`config.mk`:
```
export PLATFORM = sky130hd
export DESIGN_NAME = ooo_core
export DESIGN_NICKNAME = d
export VERILOG_FILES = /design/src/logic/ooo_types_pkg.sv /design/src/logic/dispatch_stage.sv /design/src/logic/alu_unit.sv /design/src/logic/mul_unit.sv /design/src/logic/completion_buffer.sv /design/src/logic/ooo_core.sv
export VERILOG_INCLUDE_DIRS = /design/src /design/src/include
export SDC_FILE = /design/constraint.sdc
export NUM_CORES = 2
export LEC_CHECK = 0
export ABC_AREA = 1
export BUFFER_PORTS_ARGS = -buffer_cell sky130_fd_sc_hd__buf_2
export CAP_MARGIN = 20
export CELL_PAD_IN_SITES_DETAIL_PLACEMENT = 1
export CELL_PAD_IN_SITES_GLOBAL_PLACEMENT = 1
export CORE_MARGIN = 2
export CORE_UTILIZATION = 54
export CTS_CLUSTER_SIZE = 20
export DETAILED_ROUTE_END_ITERATION = 12
export GPL_TIMING_DRIVEN = 1
export HOLD_SLACK_MARGIN = 0.08
export PLACE_DENSITY_LB_ADDON = 0.25
export REMOVE_ABC_BUFFERS = 1
export SLEW_MARGIN = 20
export SYNTH_ARGS = -nofsm -noshare
export SYNTH_HDL_FRONTEND = slang
export SYNTH_SLANG_ARGS = --single-unit
```
`constraint.sdc`:
```
create_clock -name CLK -period 15.08 [get_ports CLK]
set_clock_uncertainty 0.15 [all_clocks]
set_input_delay 0.754 -clock CLK [delete_from_list [all_inputs] [get_ports CLK]]
set_output_delay 0.754 -clock CLK [all_outputs]
set_load 0.02 [all_outputs]
```
`src/include/ooo_consts.svh`:
```
/* Sizing macros for the out-of-order back end
   Completion buffer depth, data width, register index width, multiplier depth */

`ifndef OOO_CONSTS_SVH
`define OOO_CONSTS_SVH

// Completion buffer entries, must stay a power of two
`define OOO_CB_DEPTH 8

// Operand and result width
`define OOO_DATA_W 32

// Destination register number width
`define OOO_REG_W 5

// Multiplier pipeline depth
`define OOO_MUL_STAGES 3

`endif

```
`src/logic/ooo_types_pkg.sv`:
```
/* Shared types for the out-of-order back end
   Word, register index, buffer index and pointer vectors, opcode enum */

`include "ooo_consts.svh"

package ooo_types_pkg;

  // One operand or result
  typedef logic [`OOO_DATA_W-1:0] word_t;

  // Destination register number
  typedef logic [`OOO_REG_W-1:0] reg_idx_t;

  // Entry index into the completion buffer
  typedef logic [$clog2(`OOO_CB_DEPTH)-1:0] cb_idx_t;

  // Head or tail pointer, top bit is the wrap flag
  typedef logic [$clog2(`OOO_CB_DEPTH):0] cb_ptr_t;

  // Operations understood by dispatch and the units
  typedef enum logic [2:0] {
    OP_NOP  = 3'd0,
    OP_ADD  = 3'd1,
    OP_SUB  = 3'd2,
    OP_XOR  = 3'd3,
    OP_MUL  = 3'd4,
    OP_TRAP = 3'd5
  } opcode_t;

endpackage

```
`src/logic/dispatch_stage.sv`:
```
/* Dispatch stage, allocates the tail entry and holds one issue slot
   Routes the registered instruction to the ALU or the multiplier */

`timescale 1ns/100ps

`include "ooo_consts.svh"

module dispatch_stage (
  input  logic                     CLK,
  input  logic                     nRST,
  input  logic                     in_valid,
  input  ooo_types_pkg::opcode_t   in_op,
  input  ooo_types_pkg::word_t     in_a,
  input  ooo_types_pkg::word_t     in_b,
  input  ooo_types_pkg::reg_idx_t  in_rd,
  input  logic                     full,
  input  ooo_types_pkg::cb_idx_t   cur_tail,
  input  logic                     flush,
  output logic                     alloc,
  output logic                     alu_issue,
  output logic                     mul_issue,
  output ooo_types_pkg::opcode_t   issue_op,
  output ooo_types_pkg::word_t     issue_a,
  output ooo_types_pkg::word_t     issue_b,
  output ooo_types_pkg::reg_idx_t  issue_rd,
  output ooo_types_pkg::cb_idx_t   issue_idx
);

  logic issue_valid;

  // Take the instruction only with room in the buffer, NOPs never allocate
  assign alloc = in_valid & ~full & (in_op != ooo_types_pkg::OP_NOP);

  // Issue slot occupancy, flush wins over a new allocation
  always_ff @(posedge CLK, negedge nRST) begin
    if (!nRST) begin
      issue_valid <= 1'b0;
    end else if (flush) begin
      issue_valid <= 1'b0;
    end else begin
      issue_valid <= alloc;
    end
  end

  // Instruction payload with its buffer index
  always_ff @(posedge CLK) begin
    if (alloc) begin
      issue_op  <= in_op;
      issue_a   <= in_a;
      issue_b   <= in_b;
      issue_rd  <= in_rd;
      issue_idx <= cur_tail;
    end
  end

  // Route by opcode
  assign mul_issue = issue_valid & (issue_op == ooo_types_pkg::OP_MUL);
  assign alu_issue = issue_valid & (issue_op != ooo_types_pkg::OP_MUL);

  // Only one unit receives a given instruction
  assert property (@(posedge CLK) disable iff (!nRST) !(alu_issue && mul_issue))
    else $error("alu_issue and mul_issue high together");

endmodule

```
`src/logic/alu_unit.sv`:
```
/* Single-cycle ALU for add, subtract, xor and trap
   Result, destination and exception flag are registered with the entry index */

`timescale 1ns/100ps

`include "ooo_consts.svh"

module alu_unit (
  input  logic                     CLK,
  input  logic                     nRST,
  input  logic                     alu_issue,
  input  ooo_types_pkg::opcode_t   issue_op,
  input  ooo_types_pkg::word_t     issue_a,
  input  ooo_types_pkg::word_t     issue_b,
  input  ooo_types_pkg::reg_idx_t  issue_rd,
  input  ooo_types_pkg::cb_idx_t   issue_idx,
  input  logic                     flush,
  output logic                     alu_ready,
  output ooo_types_pkg::cb_idx_t   alu_idx,
  output ooo_types_pkg::word_t     alu_data,
  output ooo_types_pkg::reg_idx_t  alu_rd,
  output logic                     alu_exc
);

  ooo_types_pkg::word_t result;

  // Trap passes operand a through as its data
  always_comb begin
    case (issue_op)
      ooo_types_pkg::OP_ADD: result = issue_a + issue_b;
      ooo_types_pkg::OP_SUB: result = issue_a - issue_b;
      ooo_types_pkg::OP_XOR: result = issue_a ^ issue_b;
      default:               result = issue_a;
    endcase
  end

  // Writeback strobe, dropped when the buffer flushes
  always_ff @(posedge CLK, negedge nRST) begin
    if (!nRST) begin
      alu_ready <= 1'b0;
    end else begin
      alu_ready <= alu_issue & ~flush;
    end
  end

  always_ff @(posedge CLK) begin
    if (alu_issue) begin
      alu_data <= result;
      alu_rd   <= issue_rd;
      alu_idx  <= issue_idx;
      alu_exc  <= (issue_op == ooo_types_pkg::OP_TRAP);
    end
  end

endmodule

```
`src/logic/mul_unit.sv`:
```
/* Pipelined multiplier, lower half of the product
   Each stage carries valid, entry index and destination; flush empties it */

`timescale 1ns/100ps

`include "ooo_consts.svh"

module mul_unit (
  input  logic                     CLK,
  input  logic                     nRST,
  input  logic                     mul_issue,
  input  ooo_types_pkg::word_t     issue_a,
  input  ooo_types_pkg::word_t     issue_b,
  input  ooo_types_pkg::reg_idx_t  issue_rd,
  input  ooo_types_pkg::cb_idx_t   issue_idx,
  input  logic                     flush,
  output logic                     mul_ready,
  output ooo_types_pkg::cb_idx_t   mul_idx,
  output ooo_types_pkg::word_t     mul_data,
  output ooo_types_pkg::reg_idx_t  mul_rd
);

  localparam int STAGES = `OOO_MUL_STAGES;

  logic                     vld  [STAGES];
  ooo_types_pkg::word_t     prod [STAGES];
  ooo_types_pkg::cb_idx_t   idx  [STAGES];
  ooo_types_pkg::reg_idx_t  rd   [STAGES];

  // Some stage in flight already owns the issued entry
  logic                     idx_busy;

  // Valid bits, all dropped on flush
  always_ff @(posedge CLK, negedge nRST) begin
    if (!nRST) begin
      for (int i = 0; i < STAGES; i++) vld[i] <= 1'b0;
    end else if (flush) begin
      for (int i = 0; i < STAGES; i++) vld[i] <= 1'b0;
    end else begin
      vld[0] <= mul_issue;
      for (int i = 1; i < STAGES; i++) vld[i] <= vld[i-1];
    end
  end

  // Product formed in the first stage, then carried down
  always_ff @(posedge CLK) begin
    prod[0] <= issue_a * issue_b;
    idx[0]  <= issue_idx;
    rd[0]   <= issue_rd;
    for (int i = 1; i < STAGES; i++) begin
      prod[i] <= prod[i-1];
      idx[i]  <= idx[i-1];
      rd[i]   <= rd[i-1];
    end
  end

  // Last stage writes back
  assign mul_ready = vld[STAGES-1];
  assign mul_data  = prod[STAGES-1];
  assign mul_idx   = idx[STAGES-1];
  assign mul_rd    = rd[STAGES-1];

  always_comb begin
    idx_busy = 1'b0;
    for (int i = 0; i < STAGES; i++) begin
      if (vld[i] && (idx[i] == issue_idx)) idx_busy = 1'b1;
    end
  end

  // Buffer entries are unique, so no two products in flight share an index
  assert property (@(posedge CLK) disable iff (!nRST) mul_issue |-> !idx_busy)
    else $error("multiply issued to an entry already in the pipeline");

endmodule

```
`src/logic/completion_buffer.sv`:
```
/* Completion buffer keeping program order
   Allocation at the tail, out-of-order writeback by index, in-order commit at the head
   Head entry with an exception flushes everything */

`timescale 1ns/100ps

`include "ooo_consts.svh"

module completion_buffer (
  input  logic                     CLK,
  input  logic                     nRST,
  input  logic                     alloc,
  input  logic                     alu_ready,
  input  ooo_types_pkg::cb_idx_t   alu_idx,
  input  ooo_types_pkg::word_t     alu_data,
  input  ooo_types_pkg::reg_idx_t  alu_rd,
  input  logic                     alu_exc,
  input  logic                     mul_ready,
  input  ooo_types_pkg::cb_idx_t   mul_idx,
  input  ooo_types_pkg::word_t     mul_data,
  input  ooo_types_pkg::reg_idx_t  mul_rd,
  output ooo_types_pkg::cb_idx_t   cur_tail,
  output logic                     full,
  output logic                     commit_valid,
  output ooo_types_pkg::reg_idx_t  commit_rd,
  output ooo_types_pkg::word_t     commit_data,
  output logic                     exception,
  output logic                     flush
);

  localparam int DEPTH = `OOO_CB_DEPTH;
  localparam int IDX_W = $clog2(DEPTH);

  // Entry storage
  ooo_types_pkg::word_t     data [DEPTH];
  ooo_types_pkg::reg_idx_t  rd   [DEPTH];
  logic                     done [DEPTH];
  logic                     exc  [DEPTH];

  ooo_types_pkg::cb_ptr_t   head;
  ooo_types_pkg::cb_ptr_t   tail;
  ooo_types_pkg::cb_idx_t   head_idx;

  // Distances used by the writeback range check
  ooo_types_pkg::cb_ptr_t   occupancy;
  ooo_types_pkg::cb_idx_t   alu_off;
  ooo_types_pkg::cb_idx_t   mul_off;

  assign head_idx = head[IDX_W-1:0];
  assign cur_tail = tail[IDX_W-1:0];

  // Same index with opposite wrap bits means every entry is taken
  assign full = (head[IDX_W-1:0] == tail[IDX_W-1:0]) && (head[IDX_W] != tail[IDX_W]);

  // Head entry drives the commit port directly
  assign commit_valid = done[head_idx] & ~exc[head_idx];
  assign exception    = done[head_idx] & exc[head_idx];
  assign flush        = exception;
  assign commit_rd    = rd[head_idx];
  assign commit_data  = data[head_idx];

  // Pointers, flush resets both and drops a same-cycle allocation
  always_ff @(posedge CLK, negedge nRST) begin
    if (!nRST) begin
      head <= '0;
      tail <= '0;
    end else if (flush) begin
      head <= '0;
      tail <= '0;
    end else begin
      if (commit_valid) head <= head + 1'b1;
      if (alloc)        tail <= tail + 1'b1;
    end
  end

  // Status flags per entry
  always_ff @(posedge CLK, negedge nRST) begin
    if (!nRST) begin
      for (int i = 0; i < DEPTH; i++) begin
        done[i] <= 1'b0;
        exc[i]  <= 1'b0;
      end
    end else if (flush) begin
      for (int i = 0; i < DEPTH; i++) begin
        done[i] <= 1'b0;
        exc[i]  <= 1'b0;
      end
    end else begin
      // Retired head frees its slot
      if (commit_valid) done[head_idx] <= 1'b0;
      if (alu_ready) begin
        done[alu_idx] <= 1'b1;
        exc[alu_idx]  <= alu_exc;
      end
      // Multiplier never raises an exception
      if (mul_ready) begin
        done[mul_idx] <= 1'b1;
        exc[mul_idx]  <= 1'b0;
      end
    end
  end

  // Result payload, both units may land in one cycle on different entries
  always_ff @(posedge CLK) begin
    if (alu_ready) begin
      data[alu_idx] <= alu_data;
      rd[alu_idx]   <= alu_rd;
    end
    if (mul_ready) begin
      data[mul_idx] <= mul_data;
      rd[mul_idx]   <= mul_rd;
    end
  end

  assign occupancy = tail - head;
  assign alu_off   = alu_idx - head_idx;
  assign mul_off   = mul_idx - head_idx;

  // Dispatch must respect back-pressure
  assert property (@(posedge CLK) disable iff (!nRST) !(alloc && full))
    else $error("alloc while the buffer is full");

  // Writebacks land only on allocated entries
  assert property (@(posedge CLK) disable iff (!nRST)
                   alu_ready |-> ({1'b0, alu_off} < occupancy))
    else $error("ALU writeback outside head to tail");
  assert property (@(posedge CLK) disable iff (!nRST)
                   mul_ready |-> ({1'b0, mul_off} < occupancy))
    else $error("multiplier writeback outside head to tail");

endmodule

```
`src/logic/ooo_core.sv`:
```
/* Top level of the out-of-order back end
   Dispatch, ALU, multiplier and completion buffer wired together */

`timescale 1ns/100ps

`include "ooo_consts.svh"

module ooo_core (
  input  logic                     CLK,
  input  logic                     nRST,
  input  logic                     in_valid,
  input  ooo_types_pkg::opcode_t   in_op,
  input  ooo_types_pkg::word_t     in_a,
  input  ooo_types_pkg::word_t     in_b,
  input  ooo_types_pkg::reg_idx_t  in_rd,
  output logic                     full,
  output logic                     commit_valid,
  output ooo_types_pkg::reg_idx_t  commit_rd,
  output ooo_types_pkg::word_t     commit_data,
  output logic                     exception
);

  // Dispatch and issue
  logic                     alloc;
  logic                     flush;
  ooo_types_pkg::cb_idx_t   cur_tail;
  logic                     alu_issue;
  logic                     mul_issue;
  ooo_types_pkg::opcode_t   issue_op;
  ooo_types_pkg::word_t     issue_a;
  ooo_types_pkg::word_t     issue_b;
  ooo_types_pkg::reg_idx_t  issue_rd;
  ooo_types_pkg::cb_idx_t   issue_idx;

  // Writeback buses
  logic                     alu_ready;
  ooo_types_pkg::cb_idx_t   alu_idx;
  ooo_types_pkg::word_t     alu_data;
  ooo_types_pkg::reg_idx_t  alu_rd;
  logic                     alu_exc;
  logic                     mul_ready;
  ooo_types_pkg::cb_idx_t   mul_idx;
  ooo_types_pkg::word_t     mul_data;
  ooo_types_pkg::reg_idx_t  mul_rd;

  dispatch_stage u_dispatch (
    .CLK(CLK), .nRST(nRST),
    .in_valid(in_valid), .in_op(in_op), .in_a(in_a), .in_b(in_b), .in_rd(in_rd),
    .full(full), .cur_tail(cur_tail), .flush(flush), .alloc(alloc),
    .alu_issue(alu_issue), .mul_issue(mul_issue), .issue_op(issue_op),
    .issue_a(issue_a), .issue_b(issue_b), .issue_rd(issue_rd), .issue_idx(issue_idx)
  );

  alu_unit u_alu (
    .CLK(CLK), .nRST(nRST),
    .alu_issue(alu_issue), .issue_op(issue_op), .issue_a(issue_a), .issue_b(issue_b),
    .issue_rd(issue_rd), .issue_idx(issue_idx), .flush(flush),
    .alu_ready(alu_ready), .alu_idx(alu_idx), .alu_data(alu_data),
    .alu_rd(alu_rd), .alu_exc(alu_exc)
  );

  mul_unit u_mul (
    .CLK(CLK), .nRST(nRST),
    .mul_issue(mul_issue), .issue_a(issue_a), .issue_b(issue_b),
    .issue_rd(issue_rd), .issue_idx(issue_idx), .flush(flush),
    .mul_ready(mul_ready), .mul_idx(mul_idx), .mul_data(mul_data), .mul_rd(mul_rd)
  );

  completion_buffer u_cb (
    .CLK(CLK), .nRST(nRST), .alloc(alloc),
    .alu_ready(alu_ready), .alu_idx(alu_idx), .alu_data(alu_data),
    .alu_rd(alu_rd), .alu_exc(alu_exc),
    .mul_ready(mul_ready), .mul_idx(mul_idx), .mul_data(mul_data), .mul_rd(mul_rd),
    .cur_tail(cur_tail), .full(full),
    .commit_valid(commit_valid), .commit_rd(commit_rd), .commit_data(commit_data),
    .exception(exception), .flush(flush)
  );

endmodule

```
==> metrics.txt <==
status finished clean; Routed WL per cell 23.73 µm; Sink Count 561; Post-synth EDFFs 412; xor/xnor cell area share of the yosys netlist 1.977%; die footprint 80170 µm²; Synth Warn # 0; initial antenna violation count 5; global-route wire length before repair 215200 µm; setup tns final 0 ns; highest fanout seen on the critical path 23; core box area 77340 µm²; CP arrival 8.01 ns; DRC violations left 0; Root Buffer clkbuf_16; Worst Setup Start Kind flop; row count 102; layout cell share with drive strength beyond 1 6.941%; adder-cell share of the synthesized area 24.60%; fmax 132.1 MHz; post-synthesis mux area share 0%; dominant cell type by area after synthesis edfxtp_1; fin. max-slew vios 0; worst setup path class flop to flop; CTS tree done; Tightest Pin Transition 1.143 ns; largest net degree at the start of global routing 99; Filler cells 9046; asr flop ratio synth 5.169%; largest family of logic cells by synthesized area adder cells; Placer Congestion 0.9317; Register Area 15500 µm²; Die Span Y 283.1 µm; fin crit share 50.18%; vias per cell 5.774; post-CTS sizing 0; normalized max-slew margin 23.77%; synth unique cells 60; die width 283.1 µm; initial core utilization 54.41%; Total Routed Length 139600 µm; Post-CTS Repair Setup Buffers 0; vias in the first global route 37900; Simple-Gate Fraction of Synth Area 14.66%; top cells by area, synth edfxtp_1 (29%), fa_1 (19%), nand2_1 (11%); worst hold slack 0.1305 ns; most instantiated library cell after synthesis nand2_1; Synth Area in Compound Gates 10.70%; CTS Buf Count 61; post-route ant nets 0; Setup-failing EPs final 0; Cells after Synth 4807; IO buf count 114; Hold Vio Cnt, Final 0; fin util 59.08%; gr ovfl total 0; final setup margin 7.513 ns; max-capacitance violation count 0; Nets 5445; drt first-iter violations 2587; Layout area overhead 8.582%; post-cts hold buffer count 26; Yosys reg bits 561; Post-Syn Area 42080 µm²; io pins 115; post-synthesis sequential area ratio 36.84%; Primary FF master, synth edfxtp_1; Final min period 7.567 ns; clock buffer depth 3; Vias 33970; first-pass detailed-route iteration total 6; crit end category flop; H-tree Lvls 2; RSZ-0062 raised after global routing false; Placement Setup Slack 7.532 ns; CTS clk-pin slew, worst paths 0.07 ns; min-delay worst type flop to flop; total track usage 34.91%; synthesized area per cell 8.753 µm²; Synth top area share 29.40%; area of the multi-input gates 21920 µm²; CP Data Required Time 15.52 ns; later-pin clock latency in the skew report 0.70 ns; Post-synth top cells nand2_1 (1181), inv_1 (926), o21ai_0 (509); Post-DP HPWL 92470 µm
==> cells by family (layout without fill, tap and decap cells) <==
logic type	Yosys count	count (layout)
AOI/OAI and AO/OA	794	794
xor gates and xnor gates	95	95
adders and majority gates	582	582
buffers and inverters	1221	1255
DFF	561	561
other	0	2
and+or+nand+nor	1554	1554
==> through the flow <==
step                      cell area (µm²)  instances
after floorplan                     40860       4519
after global placement              43300       5739
after detailed placement            43300       5739
after CTS                           45680       5881
after global routing                45690       5882
final                               45690       5883
==> worst paths after layout <==
kind,from,end,slack (ns),cells after the start
max,u_dispatch.issue_a[11],u_mul.prod[0][31],7.51,26
max reg2reg,u_dispatch.issue_a[11],u_mul.prod[0][31],7.51,26
min in group asynchronous,nRST,u_cb.tail[3],0.55,2
min,u_mul.prod[0][21],u_mul.prod[0][53],0.13,0
min reg2reg,u_mul.prod[0][21],u_mul.prod[0][53],0.13,0
max in group asynchronous,nRST,u_cb.head[0],13.67,2
==> per-layer routing <==
layer,routed length (µm),vias up,part of all wire [%],global-route usage [%]
li1,-,14940,-,-
met1,52480,17280,38,41.62
met2,71420,1346,51,62.71
met3,9167,409,6.6,4.662
met4,6497,4,4.7,15.83
met5,30,-,0.021,0
==> state kept, by name (all words and copies together), names as in the netlist <==
signal                  flops
u_alu.alu_data             32
u_alu.alu_exc               1
u_alu.alu_idx               3
u_alu.alu_rd                5
u_alu.alu_ready             1
u_cb.data                 256
u_cb.done                   8
u_cb.exc                    8
u_cb.head                   4
u_cb.rd                    40
u_cb.tail                   4
u_dispatch.issue_a         32
u_dispatch.issue_b         32
u_dispatch.issue_idx        3
u_dispatch.issue_op         3
u_dispatch.issue_rd         5
u_dispatch.issue_valid      1
u_mul.idx                   9
u_mul.mul_ready             1
u_mul.prod                 96
u_mul.rd                   15
u_mul.vld                   2
==> cell usage in the layout, fill, tap and decap left out, types with 10 or more instances in the layout <==
master	instances
o211ai_1	14
clkbuf_16	63
dfrtp_1	28
dfxtp_1	120
xor2_1	50
o21bai_1	11
clkbuf_1	16
o21ai_1	13
o2111ai_1	38
nor2_1	215
ha_1	173
edfxtp_1	412
nand3_1	89
clkbuf_8	16
fa_1	409
nor3_1	18
a31oi_1	12
buf_2	114
nand2_1	1166
o21a_1	78
a21oi_1	88
inv_1	924
dlygate4sd3_1	26
o21ai_0	509
xnor2_1	45
nand2_2	18
nand4_1	10
buf_4	66
==> cell type report <==
| type | count | share of cell area [%] |
|---|---|---|
| diodes | 2 | 0.01095 |
| clock buffers | 96 | 4.080 |
| clock inverters | 20 | 0.5641 |
| inverters | 933 | 7.673 |
| multi-input cells | 3025 | 47.99 |
| flip-flops and latches | 561 | 33.93 |
| well taps | 1040 | 2.848 |
| repair buffers | 206 | 2.903 |
==> worst max-delay path: stages (launching register included) <==
cell and delay [ns]:
edfxtp_1 1.10, nand2_1 0.21, fa_1 0.47, fa_1 0.52, fa_1 0.56, inv_1 0.06
fa_1 0.50, inv_1 0.06, fa_1 0.53, inv_1 0.05, fa_1 0.45, fa_1 0.50
inv_1 0.05, fa_1 0.47, inv_1 0.04, ha_1 0.34, nand2_1 0.11, nor2_1 0.11
inv_1 0.06, nor3_1 0.21, nand4_1 0.12, o211ai_1 0.50, nand2_1 0.11, nand2_1 0.11
inv_1 0.04, nand3_1 0.07, nand2_1 0.04
Power is left out: the tool's default activity adds up to more than one toggle a clock period on the data nets, which glitch-free logic cannot reach.
